**src/core_params.svh**
```systemverilog
`ifndef CORE_PARAMS_SVH
`define CORE_PARAMS_SVH

// Data path and register width
`define DATA_W 32
// Word address into the shared memory
`define ADDR_W 10
`define MEM_WORDS 1024
// Register file size
`define REG_CNT 32
// Zero-extended immediate field
`define IMM_W 12

`endif

```
**src/corePkg.sv**
```systemverilog
`default_nettype none
`include "core_params.svh"

package corePkg;

	// Function codes of the instruction word
	typedef enum logic [3:0] {
		fADD = 4'd0, fSUB = 4'd1, fMULT = 4'd2, fLOAD = 4'd3, fSTR = 4'd4,
		fAVERAGE = 4'd7, fLDA = 4'd8, fSTR_ONE = 4'd12, fHALT = 4'd15
	} functT;

	// Arithmetic codes line up with their funct codes
	typedef enum logic [3:0] {
		aluAdd = 4'd0, aluSub = 4'd1, aluMult = 4'd2, aluAvg = 4'd7, aluPass
	} aluOpT;

	typedef enum logic [1:0] {wbNone, wbAlu, wbMem} wbSrcT;
	typedef enum logic [1:0] {memNone, memLoad, memStore} memOpT;

	// Fetch sequencer and load/store sequencer states
	typedef enum logic [2:0] {stIdle, stFetch, stWait, stHold, stHalt} fetchStateT;
	typedef enum logic [1:0] {msIdle, msReq, msWait} memStateT;

	// Instruction word, high field first
	typedef struct packed {
		functT funct;
		// Immediate as ALU operand B
		logic opcode;
		logic [4:0] rd;
		logic [4:0] rs1;
		logic [4:0] rs2;
		logic [`IMM_W-1:0] imm;
	} instrT;

	// Decoded control bundle
	typedef struct packed {
		logic aluSrc;
		aluOpT aluOp;
		memOpT memOp;
		wbSrcT wbSrc;
		logic regWrite;
		logic plusOne;
		logic align;
		logic halt;
	} ctrlT;

	// One memory access, shared by all requesters
	typedef struct packed {
		logic we;
		logic [`ADDR_W-1:0] addr;
		logic [`DATA_W-1:0] wdata;
	} memReqT;

endpackage

`default_nettype wire

```
**src/memUnit.sv**
```systemverilog
`timescale 1ns/1ps
`default_nettype none
`include "core_params.svh"

module memUnit (
	input  logic clk,
	input  logic rst,
	input  logic start,
	input  corePkg::ctrlT ctrl,
	input  logic [`DATA_W-1:0] addr,
	input  logic [`DATA_W-1:0] storeData,
	input  logic [$clog2(`REG_CNT)-1:0] rdAddr,
	output logic req,
	output corePkg::memReqT memReq,
	input  logic grant,
	input  logic rvalid,
	input  logic [`DATA_W-1:0] rdata,
	output logic busy,
	output logic done,
	output logic wbWe,
	output logic [$clog2(`REG_CNT)-1:0] wbAddr,
	output logic [`DATA_W-1:0] wbData
);
	import corePkg::*;

	memStateT state;
	logic accept;

	// Only memory ops are taken from the issue
	assign accept = start && (ctrl.memOp != memNone);
	assign busy = (state != msIdle);
	assign req = (state == msReq);
	// Store ends on its grant, load on the returning word
	assign done = (req && grant && memReq.we) || (state == msWait && rvalid);
	assign wbWe = (state == msWait) && rvalid;
	assign wbData = rdata;

	always_ff @(posedge clk)
	begin
		if (rst)
			state <= msIdle;
		else
		begin
			case (state)
				msIdle:
					if (accept)
						state <= msReq;
				// Request held until granted
				msReq:
					if (grant)
						state <= memReq.we ? msIdle : msWait;
				default:
					if (rvalid)
						state <= msIdle;
			endcase
		end
	end

	always_ff @(posedge clk)
	begin
		if (accept)
		begin
			memReq.we <= (ctrl.memOp == memStore);
			// LDA drops the low two address bits
			memReq.addr <= ctrl.align ? {addr[`ADDR_W-1:2], 2'b00} : addr[`ADDR_W-1:0];
			memReq.wdata <= storeData + {{(`DATA_W-1){1'b0}}, ctrl.plusOne};
			wbAddr <= rdAddr;
		end
	end

	// Fetch side must wait for done before the next op
	assert property (@(posedge clk) disable iff (rst) accept |-> !busy)
		else $error("memUnit: new op while busy");

endmodule

`default_nettype wire

```
**config.mk**
```make
export PLATFORM = sky130hd
export DESIGN_NAME = memUnit
export DESIGN_NICKNAME = d
export VERILOG_FILES = /design/src/corePkg.sv /design/src/memUnit.sv
export VERILOG_INCLUDE_DIRS = /design/src /design/src/src
export SDC_FILE = /design/constraint.sdc
export NUM_CORES = 1
export LEC_CHECK = 0
export BUFFER_PORTS_ARGS = -buffer_cell sky130_fd_sc_hd__buf_2
export CORE_MARGIN = 2
export CORE_UTILIZATION = 40
export DETAILED_ROUTE_END_ITERATION = 10
export PLACE_DENSITY = 0.81
export SYNTH_ARGS = -nofsm -noshare
export SYNTH_HDL_FRONTEND = slang
export SYNTH_SLANG_ARGS = --single-unit
```
**constraint.sdc**
```tcl
create_clock -name clk -period 2.1 [get_ports clk]
set_clock_uncertainty 0.15 [all_clocks]
set_input_delay 0.105 -clock clk [delete_from_list [all_inputs] [get_ports clk]]
set_output_delay 0.105 -clock clk [all_outputs]
set_load 0.005 [all_outputs]
```
# ---- Yosys cells after proc, flatten, opt, wreduce, memory -nomap -nowiden
# Cells that the tools add are included.
dict set report word_totals {
  output_inout_bits 84
  wordCells 27
  reg_bits 50
  input_bits 119
}
dict set report classes {
  n_mux 5
  n_reduce_logical 10
  n_addsub 1
  n_eq_ne 5
}
# cell n
set op_table {}
lappend op_table {{$add A32 B1 Y32} 1}
lappend op_table {{$mux W2} 4}
lappend op_table {{$eq A2 B2 Y1 const B} 2}
lappend op_table {{$logic_and A1 B1 Y1} 4}
lappend op_table {{$pmux W2 S2} 1}
lappend op_table {{$reduce_bool A2 Y1} 2}
lappend op_table {{$reduce_and A3 Y1} 1}
lappend op_table {{$reduce_bool A3 Y1} 1}
lappend op_table {{$eq A2 B1 Y1 const B} 1}
lappend op_table {{$logic_not A2 Y1} 1}
lappend op_table {{$ne A2 B1 Y1 const B} 1}
lappend op_table {{$ne A2 B2 Y1 const B} 1}
lappend op_table {{$logic_or A1 B1 Y1} 1}

# ---- Longest topological paths before layout
# Gate-level depths: netlist of the first run.
dict set report depth {
  depth_word 4
  depth_mapped 5
  ltp_nobuf 5
}

# ---- Worst setup path before layout of the first run
# OpenSTA, ideal clock, no wires.
dict set report synth_path {
  path_kind {in2reg}
  start {input port ctrl[7] (netlist name)}
  end {register state[0]}
  stages 4
  setup_slack_ps 160
  n_path_buf 0
  t_arrival_ps 1726
  setup_ps 64
  required_time_ps 1886
  cell_sequence {o21a_1 mux2i_1 o22a_1 nor2_1}
}
dict set report synth_between {
  elab_chain_len 4
}
# item line
set synth_rtl {}
lappend synth_rtl {{start, declared} memUnit.sv:9} ;# input corePkg::ctrlT ctrl,
lappend synth_rtl {{$reduce_bool A2 Y1} memUnit.sv:30} ;# assign accept = start && (ctrl.memOp != memNone);
lappend synth_rtl {{$logic_and A1 B1 Y1} memUnit.sv:30}
lappend synth_rtl {{$ne A2 B2 Y1 (no line)} -}
lappend synth_rtl {{$reduce_and A3 Y1 (no line)} -}
lappend synth_rtl {{end signal, assigned} memUnit.sv:41} ;# state <= msIdle;
lappend synth_rtl {{end signal, assigned} memUnit.sv:47} ;# state <= msReq;
lappend synth_rtl {{end signal, assigned} memUnit.sv:51} ;# state <= memReq.we ? msIdle : msWait;
lappend synth_rtl {{end, declared} memUnit.sv:26} ;# memStateT state;
# No other way between the ends.
# A chain may end at the register's enable or synchronous reset.

# ---- Worst setup path after layout of the first run
dict set report layout_path {
  start {input port storeData[12]}
  end {register memReq[26] (netlist name) (data pin)}
}
dict set report layout_between {
  elab_chain_len 1
}
# item line
set layout_rtl {}
lappend layout_rtl {{start, declared} memUnit.sv:11} ;# input logic [`DATA_W-1:0] storeData,
lappend layout_rtl {{$add A32 B1 Y32} memUnit.sv:66} ;# memReq.wdata <= storeData + {{(`DATA_W-1){1'b0}}, ctrl.plusOne};
lappend layout_rtl {{end, declared} memUnit.sv:14} ;# output corePkg::memReqT memReq,
# No other way between the ends.

==> results of run 1 <==
routing by layer:
metal / global-route usage, % / share of wire (%)
met5: 0 / 0
met4: 7.185 / 2.1
met3: 4.228 / 7.9
met2: 32.18 / 53
met1: 18.97 / 37
Yosys cell counts, drive strengths merged (2+ instances only):
master  number  area share [%]
and3         4            0.97
and4         3             1.0
buf         33             9.8
dfxtp        2             1.6
edfxtp      48              56
ha           3             1.5
inv          6            0.88
nand2        7             1.0
nand3       13             2.5
nand4        9             3.4
nor2         7             1.0
nor2b        4            0.97
nor3         5             1.2
nor4         9             4.7
xnor2       16             5.5
xor2        14             4.8
where the power goes:
part | total, W | switching [W] | internal, W | leakage (nW)
clock | 0.000571 | 0.000332 | 0.000239 | 0.0408
combinational | 0.000328 | 0.000153 | 0.000176 | 0.924
sequential | 0.00121 | 0.0000256 | 0.00119 | 0.475
total | 0.00211 | 0.000510 | 0.00160 | 1.44
placed cells by master, fill, tap and decap left out:
master and n:
and3_1 4, nor4_2 5, edfxtp_1 48, or4_4 1, nand3_1 13, inv_6 1
buf_12 1, dlygate4sd3_1 35, nand2b_1 1, nor3_2 1, nor4_4 3, and4_1 3
inv_1 6, nand4_1 7, xnor2_1 16, ha_2 1, clkinvlp_4 2, nand3b_1 1
a31o_2 1, mux2i_1 1, buf_4 6, nor4_1 1, buf_2 107, o22a_1 1
dfxtp_1 2, ha_1 2, and3b_1 1, nor3_1 4, nand4_4 2, clkbuf_8 5
nor2_1 7, o21a_2 1, nor2b_1 4, or2_2 1, nand2_1 7, xor2_1 14
a21oi_1 1
registers in the layout, summed over array words and instances, names as in the netlist:
| register | count |
|---|---|
| memReq | 43 |
| wbAddr | 5 |
| state | 2 |
worst paths after layout:
path	from	to	slack, ns	depth (start not counted)
worst max register to register	state[0]	state[1]	0.45	4
worst min register to register	state[0]	state[0]	0.47	3
worst max-delay path	storeData[12]	memReq[26]	0.07	6
worst min-delay path	storeData[15]	memReq[15]	0.007	2
critical path: cells and delay by family:
kind	cells	cell delay, ns
xor gates and xnor gates	1	0.10
buffers and inverters	2	0.66
and+or+nand+nor	3	1.06
through the flow:
| step | utilization, % | total power (W) |
|---|---|---|
| floorplan | - | 0.001376 |
| global placement | 47.76 | 0.001498 |
| detailed placement | 47.76 | 0.001515 |
| CTS | 54.81 | 0.002135 |
| global route | 55.29 | 0.002208 |
| finish | 55.29 | 0.002114 |
layout make-up:
class                      count  area [um2]  share of cell area [%]
tap                           77       96.34                   2.776
timing repair buffer         149       950.9                   27.40
sequential                    50        1481                   42.68
clock inverter                 3       23.77                  0.6849
inverter                       6       22.52                  0.6489
multi-input combinational    104       827.0                   23.83
clock buffer                   5       68.82                   1.983
logic make-up after synthesis:
kind of cell             after synthesis
buffers and inverters                 40
AND/OR/NAND/NOR                       66
XOR/XNOR                              30
multiplexers                           1
flip-flops                            50
AO/OA/AOI/OAI                          4
adder cells (fa/ha/maj)                3
timing repair:
item | in CTS | in global routing
hold endpoints to repair | 32 | 0
buffers inserted | 0 | 2
gates resized for setup | 0 | 3
endpoints found under the setup margin | 0 | 4
hold buffers | 35 | 0
==> impl_metrics.py, run 1 <==
metrics = {
    "logic_synthesis": {
        "ys_async_sr_fraction_pct": 0,
        "yosys.area_share.xor_xnor_pct": 10.22,
        "synth-simple-area-share_pct": 18.31,
        "synth_area_per_cell_um2": 13.25,
        "syn_nets": 316,
        "yosysWarnings": 0,
        "synth_compound_gate_area_share_pct": 1.168,
        "ys.flop_type": "edfxtp_1",
        "synth-adder-area-share_pct": 1.461,
        "ys_seq_area_share_pct": 57.64,
        "synthMuxAreaShare_pct": 0.3895,
        "synth_top_family_by_area": "simple AND/OR/NAND/NOR gates",
        "synth_area_mm2": 0.002570,
        "ys_seq_elements": 50,
        "ys_types": 32,
        "synth_edf_count": 48,
        "synthCells": 194,
    },
    "die": {
        "coreArea_mm2": 0.006277,
        "rows": 29,
        "die_area_mm2": 0.007082,
        "num_io_pins": 203,
        "die_h_um": 84.16,
        "die_x_um": 84.16,
        "initial_core_util_pct": 40.94,
    },
    "global_route": {
        "grt_pass1_vias": 1978,
        "track_usage_pct": 17.42,
        "grt_first_pass_wirelength_mm": 9.701,
        "antenna_found_initial": 0,
        "grt-ovfl-total": 0,
        "grt_start_max_net_pins": 37,
    },
    "placed_design": {
        "port_buffers": 107,
        "place_area_mm2": 0.002998,
        "place_ws_ns": 0.1979,
        "gp_routability_congestion": 0.7098,
        "dp_hpwl_mm": 4.670,
        "dp_cells": 349,
    },
    "cts": {
        "cts_sinks": 50,
        "cts-root-buf": "clkbuf_8",
        "cts_tree": "done",
        "numCtsBuffers": 5,
        "clk_pin_slew_ns": 0.10,
        "clock_latency_ns": 0.29,
        "htreeDepth": 2,
        "clk_path_buf_depth": 2,
    },
    "power": {
        "p_leak_nw": 1.441,
        "worst_ir_drop_vdd_v": 0.0003566,
        "pwr_density_cell_mw_per_mm2": 608.9,
    },
    "worst_setup_path": {
        "slowest_delay_ns": 0.65,
        "critPathKind": "input pin to flip-flop",
        "startpoint_type": "input pin",
        "crit_arrival_ns": 1.93,
        "crit_slowest_cell": "or4_4",
        "cp-end-kind": "flip-flop",
        "worstPathRequired_ns": 2.00,
        "worstPathMaxFanout": 11,
        "path_cells": "dlygate4sd3_1, buf_2, nand4_4, or4_4, nor4_2, xor2_1",
    },
    "timing": {
        "setup_viol": 0,
        "whs_ns": 0.007317,
        "min_period_over_period_pct": 96.85,
        "maxSlewViolCount": 0,
        "max_slew.worst_pin.slew_ns": 0.3689,
        "maxSlewHeadroom_pct": 75.40,
        "min_period_ns": 2.034,
        "fmax_mhz": 491.7,
        "finalHoldViolCount": 0,
        "fin_ws_ns": 0.06624,
        "fin_tns_setup_ns": 0,
        "rsz0062_at_grt": "true",
    },
    "job": {
        "drv_cap": 0,
    },
    "cells_and_area": {
        "final_cells": 394,
        "fill_cells": 540,
        "area_delta_synth_final_pct": 35.05,
        "final_area_mm2": 0.003471,
        "layout-drive-gt1-share_pct": 43.53,
        "nets": 438,
        "antenna_cells": 0,
    },
    "routing": {
        "wl_per_cell_um": 16.13,
        "dr.pass1.iters": 4,
        "postRouteAntennaNets": 0,
        "vias": 1924,
        "detail_route.drc_violations": 0,
        "routed_wl_mm": 6.355,
        "drt_iter0_drc": 45,
        "viasPerCell": 4.883,
    },
    "min_path": {
        "hp-class": "input pin to flip-flop",
    },
    "run_status": {
        "status": "completed",
    },
}
(Power assumes the default switching activity.)
==> run 2, diff against run 1 <==
--- a/config.mk
+++ b/config.mk
@@ -10,7 +10,7 @@
 export CORE_MARGIN = 2
 export CORE_UTILIZATION = 40
 export DETAILED_ROUTE_END_ITERATION = 10
-export PLACE_DENSITY = 0.81
+export PLACE_DENSITY = 0.79
 export SYNTH_ARGS = -nofsm -noshare
 export SYNTH_HDL_FRONTEND = slang
 export SYNTH_SLANG_ARGS = --single-unit
==> run 2 against run 1 <==
Against the previous run:
- flip-flop and latch count unchanged
- critical path depth unchanged
- first-iteration DRC count increased by 2.2%
- clock power grew 18%
- largest power group unchanged
- die area stayed put
- setup slack lost 0.018 ns
- combinational power grew 2%
- largest cell class unchanged
- critical path type unchanged
- sequential share of layout area fell by 0.56 points
- highest routed layer unchanged
==> impl_metrics.py, run 2 (same netlist as run 1, synthesis figures left out) <==
metrics = {
    "cells_and_area": {
        "area_delta_synth_final_pct": 36.85,
        "final_area_mm2": 0.003517,
        "fill_cells": 506,
        "nets": 441,
        "largest_reg_flops": 43,
        "post-route-util_pct": 56.03,
        "antenna_cells": 0,
        "reg_top3": "memReq (43), wbAddr (5), state (2)",
        "layout.cells.most_common_list": "buf_2, edfxtp_1, dlygate4sd3_1",
        "layout_commonest_cell": "buf_2",
        "regMostFlops": "memReq",
        "layout-drive-gt1-share_pct": 42.50,
    },
    "worst_setup_path": {
        "cp-end-kind": "flip-flop",
        "startpoint_type": "input pin",
        "path_cells": "dlygate4sd3_1, buf_2, nand4_4, or4_4, nor4_1, xor2_1",
        "critPathBufInv": 2,
        "worstPathRequired_ns": 2.00,
        "worstPathMaxFanout": 11,
        "crit_slowest_cell": "or4_4",
        "cpLargestDelayFamily": "simple AND/OR/NAND/NOR gates",
        "r2r-start": "state[0]",
        "rrSetupSlack_ns": 0.45,
        "critPathKind": "input pin to flip-flop",
        "slowest_delay_ns": 0.65,
        "rr_endpoint": "state[1]",
        "crit_arrival_ns": 1.95,
        "r2r_cells": 4,
    },
    "global_route": {
        "antenna_found_initial": 0,
        "track_usage_pct": 17.52,
        "grt_start_max_net_pins": 50,
        "grt_first_pass_wirelength_mm": 9.694,
        "grt_pass1_vias": 1958,
        "grt-ovfl-total": 0,
    },
    "routing": {
        "postRouteAntennaNets": 0,
        "vias": 1923,
        "dr.pass1.iters": 4,
        "wl_per_cell_um": 15.69,
        "detail_route.drc_violations": 0,
        "drt_iter0_drc": 46,
        "routed_wl_mm": 6.230,
        "viasPerCell": 4.844,
    },
    "die": {
        "coreArea_mm2": 0.006277,
        "die_area_mm2": 0.007082,
        "initial_core_util_pct": 40.94,
        "die_x_um": 84.16,
        "die_h_um": 84.16,
        "num_io_pins": 203,
        "rows": 29,
    },
    "timing": {
        "whs_ns": 0.008909,
        "maxSlewViolCount": 0,
        "rsz0062_at_grt": "false",
        "min_period_ns": 2.052,
        "min_period_over_period_pct": 97.72,
        "fin_tns_setup_ns": 0,
        "setup_viol": 0,
        "max_slew.worst_pin.slew_ns": 0.3173,
        "fmax_mhz": 487.3,
        "maxSlewHeadroom_pct": 78.65,
        "finalHoldViolCount": 0,
    },
    "cts": {
        "clk_pin_slew_ns": 0.09,
        "cts_tree": "done",
        "clk_path_buf_depth": 2,
        "htreeDepth": 2,
        "clock_latency_ns": 0.29,
        "numCtsBuffers": 5,
        "cts_sinks": 50,
        "cts-root-buf": "clkbuf_8",
    },
    "placed_design": {
        "gp_routability_congestion": 0.7565,
        "place_area_mm2": 0.002983,
        "dp_hpwl_mm": 4.566,
        "port_buffers": 107,
    },
    "run_status": {
        "status": "completed",
    },
    "power": {
        "power.total_w": 0.002218,
        "pwr_density_cell_mw_per_mm2": 630.5,
        "p_leak_nw": 1.469,
        "worst_ir_drop_vdd_v": 0.0004244,
    },
    "min_path": {
        "hold_depth": 2,
        "hold_start": "storeData[27]",
        "hp-class": "input pin to flip-flop",
        "min_to": "memReq[27]",
    },
    "job": {
        "drv_cap": 0,
    },
}
run 2: cell count changes in the layout (fill, tap and decap cells not counted), sizes merged:
| cell | previous run | this run |
|---|---|---|
| bufinv | 0 | 1 |
| dlygate4sd3 | 35 | 39 |
| buf | 114 | 113 |
| clkinvlp | 2 | 0 |
| clkinv | 0 | 1 |
run 2: report_power, final:
part | total, W | internal, W | leakage, nW | switching (W)
combinational | 0.000333 | 0.000179 | 0.935 | 0.000153
sequential | 0.00121 | 0.00119 | 0.475 | 0.0000242
clock | 0.000672 | 0.000357 | 0.0585 | 0.000315
run 2: area by class of cell:
| cell class | instances | area, um2 | share of cell area [%] |
|---|---|---|---|
| clock inverters | 3 | 43.79 | 1.245 |
| well taps | 77 | 96.34 | 2.739 |
| clock buffers | 5 | 68.82 | 1.957 |
| multi-input cells | 104 | 820.8 | 23.34 |
| flip-flops and latches | 50 | 1481 | 42.12 |
| repair buffers | 152 | 983.4 | 27.96 |
| inverters | 6 | 22.52 | 0.6403 |
run 2: layer usage:
layer | track usage [%] | wire (um) | part of all wire, % | up-vias
met5 | 0 | 0 | 0 | -
met4 | 9.384 | 243 | 3.9 | 0
met3 | 5.506 | 659 | 11 | 31
met2 | 32.03 | 3193 | 51 | 101
met1 | 17.62 | 2134 | 34 | 868
li1 | - | - | - | 923
run 2: worst max path at each step:
stage                  startpoint    endpoint  slack (ns)  depth (start not counted)
finish              storeData[12]  memReq[26]        0.05                          6
global route        storeData[12]  memReq[26]       0.004                          6
CTS                  storeData[0]  memReq[26]        0.03                          7
detailed placement   storeData[9]  memReq[26]        0.21                          5
global placement     storeData[9]  memReq[26]        0.21                          5
floorplan                 ctrl[7]    state[0]        0.16                          4
run 2: stage by stage:
step | setup WS [ns] | std cells
after detailed placement | 0.2067 | 347
after global placement | 0.2079 | 347
after floorplan | 0.1602 | 194
after CTS | 0.02935 | 394
final | 0.04783 | 397
after global routing | 0.004246 | 397
run 2: worst register-to-register path, cell delays in order (launching register included):
cell	delay [ns]
dfxtp_1	0.40
nor2b_1	0.25
nand3b_1	0.10
a21oi_1	0.14
dlygate4sd3_1	0.56
run 2: what timing repair did:
| action | 4_1_cts | 5_1_grt |
|---|---|---|
| endpoints found under the setup margin | 0 | 6 |
| resized for setup | 0 | 2 |
| endpoints found under the hold margin | 36 | 0 |
| hold buffers | 39 | 0 |
| setup buffers | 0 | 3 |
==> run 3, diff against run 2 <==
--- a/config.mk
+++ b/config.mk
@@ -7,9 +7,11 @@
 export NUM_CORES = 1
 export LEC_CHECK = 0
 export BUFFER_PORTS_ARGS = -buffer_cell sky130_fd_sc_hd__buf_2
+export CAP_MARGIN = 20
 export CORE_MARGIN = 2
 export CORE_UTILIZATION = 40
 export DETAILED_ROUTE_END_ITERATION = 10
+export GPL_TIMING_DRIVEN = 0
 export PLACE_DENSITY = 0.79
 export SYNTH_ARGS = -nofsm -noshare
 export SYNTH_HDL_FRONTEND = slang
==> constraint.sdc (replaced) <==
create_clock -name clk -period 2.1 [get_ports clk]
set_clock_uncertainty 0.15 [all_clocks]
set_input_delay 0.105 -clock clk [delete_from_list [all_inputs] [get_ports clk]]
set_output_delay 0.105 -clock clk [all_outputs]
set_load 0.01 [all_outputs]
==> run 3 against run 2 <==
Against the previous run:
- worst hold slack got worse by 0.0030 ns
- sequential share of layout area fell by 3.9 points
- setup slack improved by 0.064 ns
- die area is the same
- cell area rose by 10%
- clock power rose by 18%
- combinational power is 36% higher
- critical endpoint is now memReq[30]
==> impl_metrics.py, run 3 (same netlist as run 1, synthesis figures left out) <==
metrics = {
    "run_status": {
        "status": "completed",
    },
    "cts": {
        "clk_pin_slew_ns": 0.09,
        "cts_sinks": 50,
        "numCtsBuffers": 5,
        "clk_path_buf_depth": 2,
        "cts-root-buf": "clkbuf_8",
        "cts_tree": "done",
        "clock_latency_ns": 0.29,
        "htreeDepth": 2,
        "cts_post_setup_buffers_inserted": 0,
    },
    "die": {
        "coreArea_mm2": 0.006277,
        "die_x_um": 84.16,
        "die_area_mm2": 0.007082,
        "num_io_pins": 203,
        "rows": 29,
        "die_h_um": 84.16,
        "initial_core_util_pct": 40.94,
    },
    "cells_and_area": {
        "layout-drive-gt1-share_pct": 51.46,
        "antenna_cells": 0,
        "largest_reg_flops": 43,
        "nets": 498,
        "final_cells": 454,
        "reg_top3": "memReq (43), wbAddr (5), state (2)",
        "area_delta_synth_final_pct": 50.97,
        "layout_commonest_cell": "buf_2",
        "layout.cells.most_common_list": "buf_2, edfxtp_1, dlygate4sd3_1",
        "regMostFlops": "memReq",
    },
    "routing": {
        "vias": 2166,
        "dr.pass1.iters": 4,
        "route.met2.wl_mm": 3.524,
        "drt_iter0_drc": 43,
        "wl_met1_mm": 2.217,
        "routed.top_layer": "met4",
        "viasPerCell": 4.771,
        "wl_met3_um": 705,
        "routed_wl_mm": 6.523,
        "detail_route.drc_violations": 0,
        "postRouteAntennaNets": 0,
        "wl_per_cell_um": 14.37,
    },
    "min_path": {
        "hp-class": "input pin to flip-flop",
    },
    "placed_design": {
        "port_buffers": 139,
        "dp_cells": 411,
        "gp_routability_congestion": 0.7359,
        "dp_hpwl_mm": 4.968,
    },
    "global_route": {
        "antenna_found_initial": 0,
        "grt_pass1_vias": 2252,
        "track_usage_pct": 17.91,
        "grt_first_pass_wirelength_mm": 10.01,
        "grt-ovfl-total": 0,
        "grt_start_max_net_pins": 33,
    },
    "worst_setup_path": {
        "cp-end-kind": "flip-flop",
        "startpoint_type": "input pin",
        "slowest_delay_ns": 0.53,
        "worstPathMaxFanout": 10,
        "critPathKind": "input pin to flip-flop",
        "cpLargestDelayFamily": "buffers and inverters",
        "path_cells": "dlygate4sd3_1, buf_2, nand3_1, or4_4, buf_6, nor4_2, xor2_1",
        "worstPathRequired_ns": 1.99,
        "critPathBufInv": 3,
        "crit_arrival_ns": 1.88,
        "crit_slowest_cell": "dlygate4sd3_1",
    },
    "timing": {
        "fin_tns_setup_ns": 0,
        "setup_viol": 0,
        "rsz0062_at_grt": "false",
        "maxSlewHeadroom_pct": 68.53,
        "min_period_over_period_pct": 94.70,
        "finalHoldViolCount": 0,
        "min_period_ns": 1.989,
        "maxSlewViolCount": 0,
        "fmax_mhz": 502.9,
        "max_slew.worst_pin.slew_ns": 0.4721,
    },
    "job": {
        "drv_cap": 0,
    },
    "power": {
        "power.total_w": 0.002460,
        "p_leak_nw": 1.740,
        "worst_ir_drop_vdd_v": 0.0003473,
        "pwr_density_cell_mw_per_mm2": 634.1,
    },
}
run 3: cell count changes in the layout (fill, tap and decap cells not counted), moves of 2 or more:
cell / previous run / this run
buf_2: 107 / 139
nor4_2: 4 / 2
buf_4: 5 / 32
dlygate4sd3_1: 39 / 35
run 3: final timing paths:
check | start | to | slack, ns | cells past startpoint
setup / recovery | storeData[18] | memReq[30] | 0.11 | 7
hold reg to reg | state[1] | state[0] | 0.49 | 3
hold / removal | storeData[20] | memReq[20] | 0.006 | 2
setup reg to reg | state[0] | state[1] | 0.40 | 4
run 3: report_power, final:
group | switching [W] | total, W | internal [W]
clock | 0.000315 | 0.000792 | 0.000477
combinational | 0.000221 | 0.000454 | 0.000233
sequential | 0.0000256 | 0.00121 | 0.00119
run 3: area by class of cell:
| class | count | area [um2] |
|---|---|---|
| Buffer | 34 | 255.2 |
| Clock buffer | 5 | 68.82 |
| Clock inverter | 3 | 68.82 |
| Fill cell | 490 | 2397 |
| Inverter | 6 | 22.52 |
| Multi-Input combinational cell | 104 | 820.8 |
| Sequential cell | 50 | 1481 |
| Tap cell | 77 | 96.34 |
| Timing Repair Buffer | 175 | 1066 |
run 3: worst register-to-register path, cell delays in order (launching register included):
cell           delay [ns]
dfxtp_1              0.41
nor2b_1              0.23
nand3b_1             0.11
a21oi_1              0.16
dlygate4sd3_1        0.58
run 3: stage by stage:
stage | utilization [%] | hold WS (ns) | setup slack [ns] | area, um2
global route | 61.81 | 0.0006588 | 0.01704 | 3880
floorplan | - | 0.02407 | 0.1602 | 2570
detailed placement | 53.90 | 0.1352 | 0.1282 | 3383
global placement | 53.56 | 0.1312 | -0.3678 | 3362
CTS | 61.67 | 0.003383 | 0.1028 | 3871
finish | 61.81 | 0.005956 | 0.1114 | 3880
run 3: repair_timing:
| action | in CTS | in global routing |
|---|---|---|
| endpoints found under the setup margin | 0 | 1 |
| endpoints found under the hold margin | 32 | 0 |
| hold buffers | 35 | 0 |
| resized for setup | 0 | 1 |
run 3: routing by layer:
metal	global-route usage [%]	vias up
li1	-	1034
met3	4.720	4
met4	5.132	0
met1	17.08	995
met5	0	-
met2	36.65	133
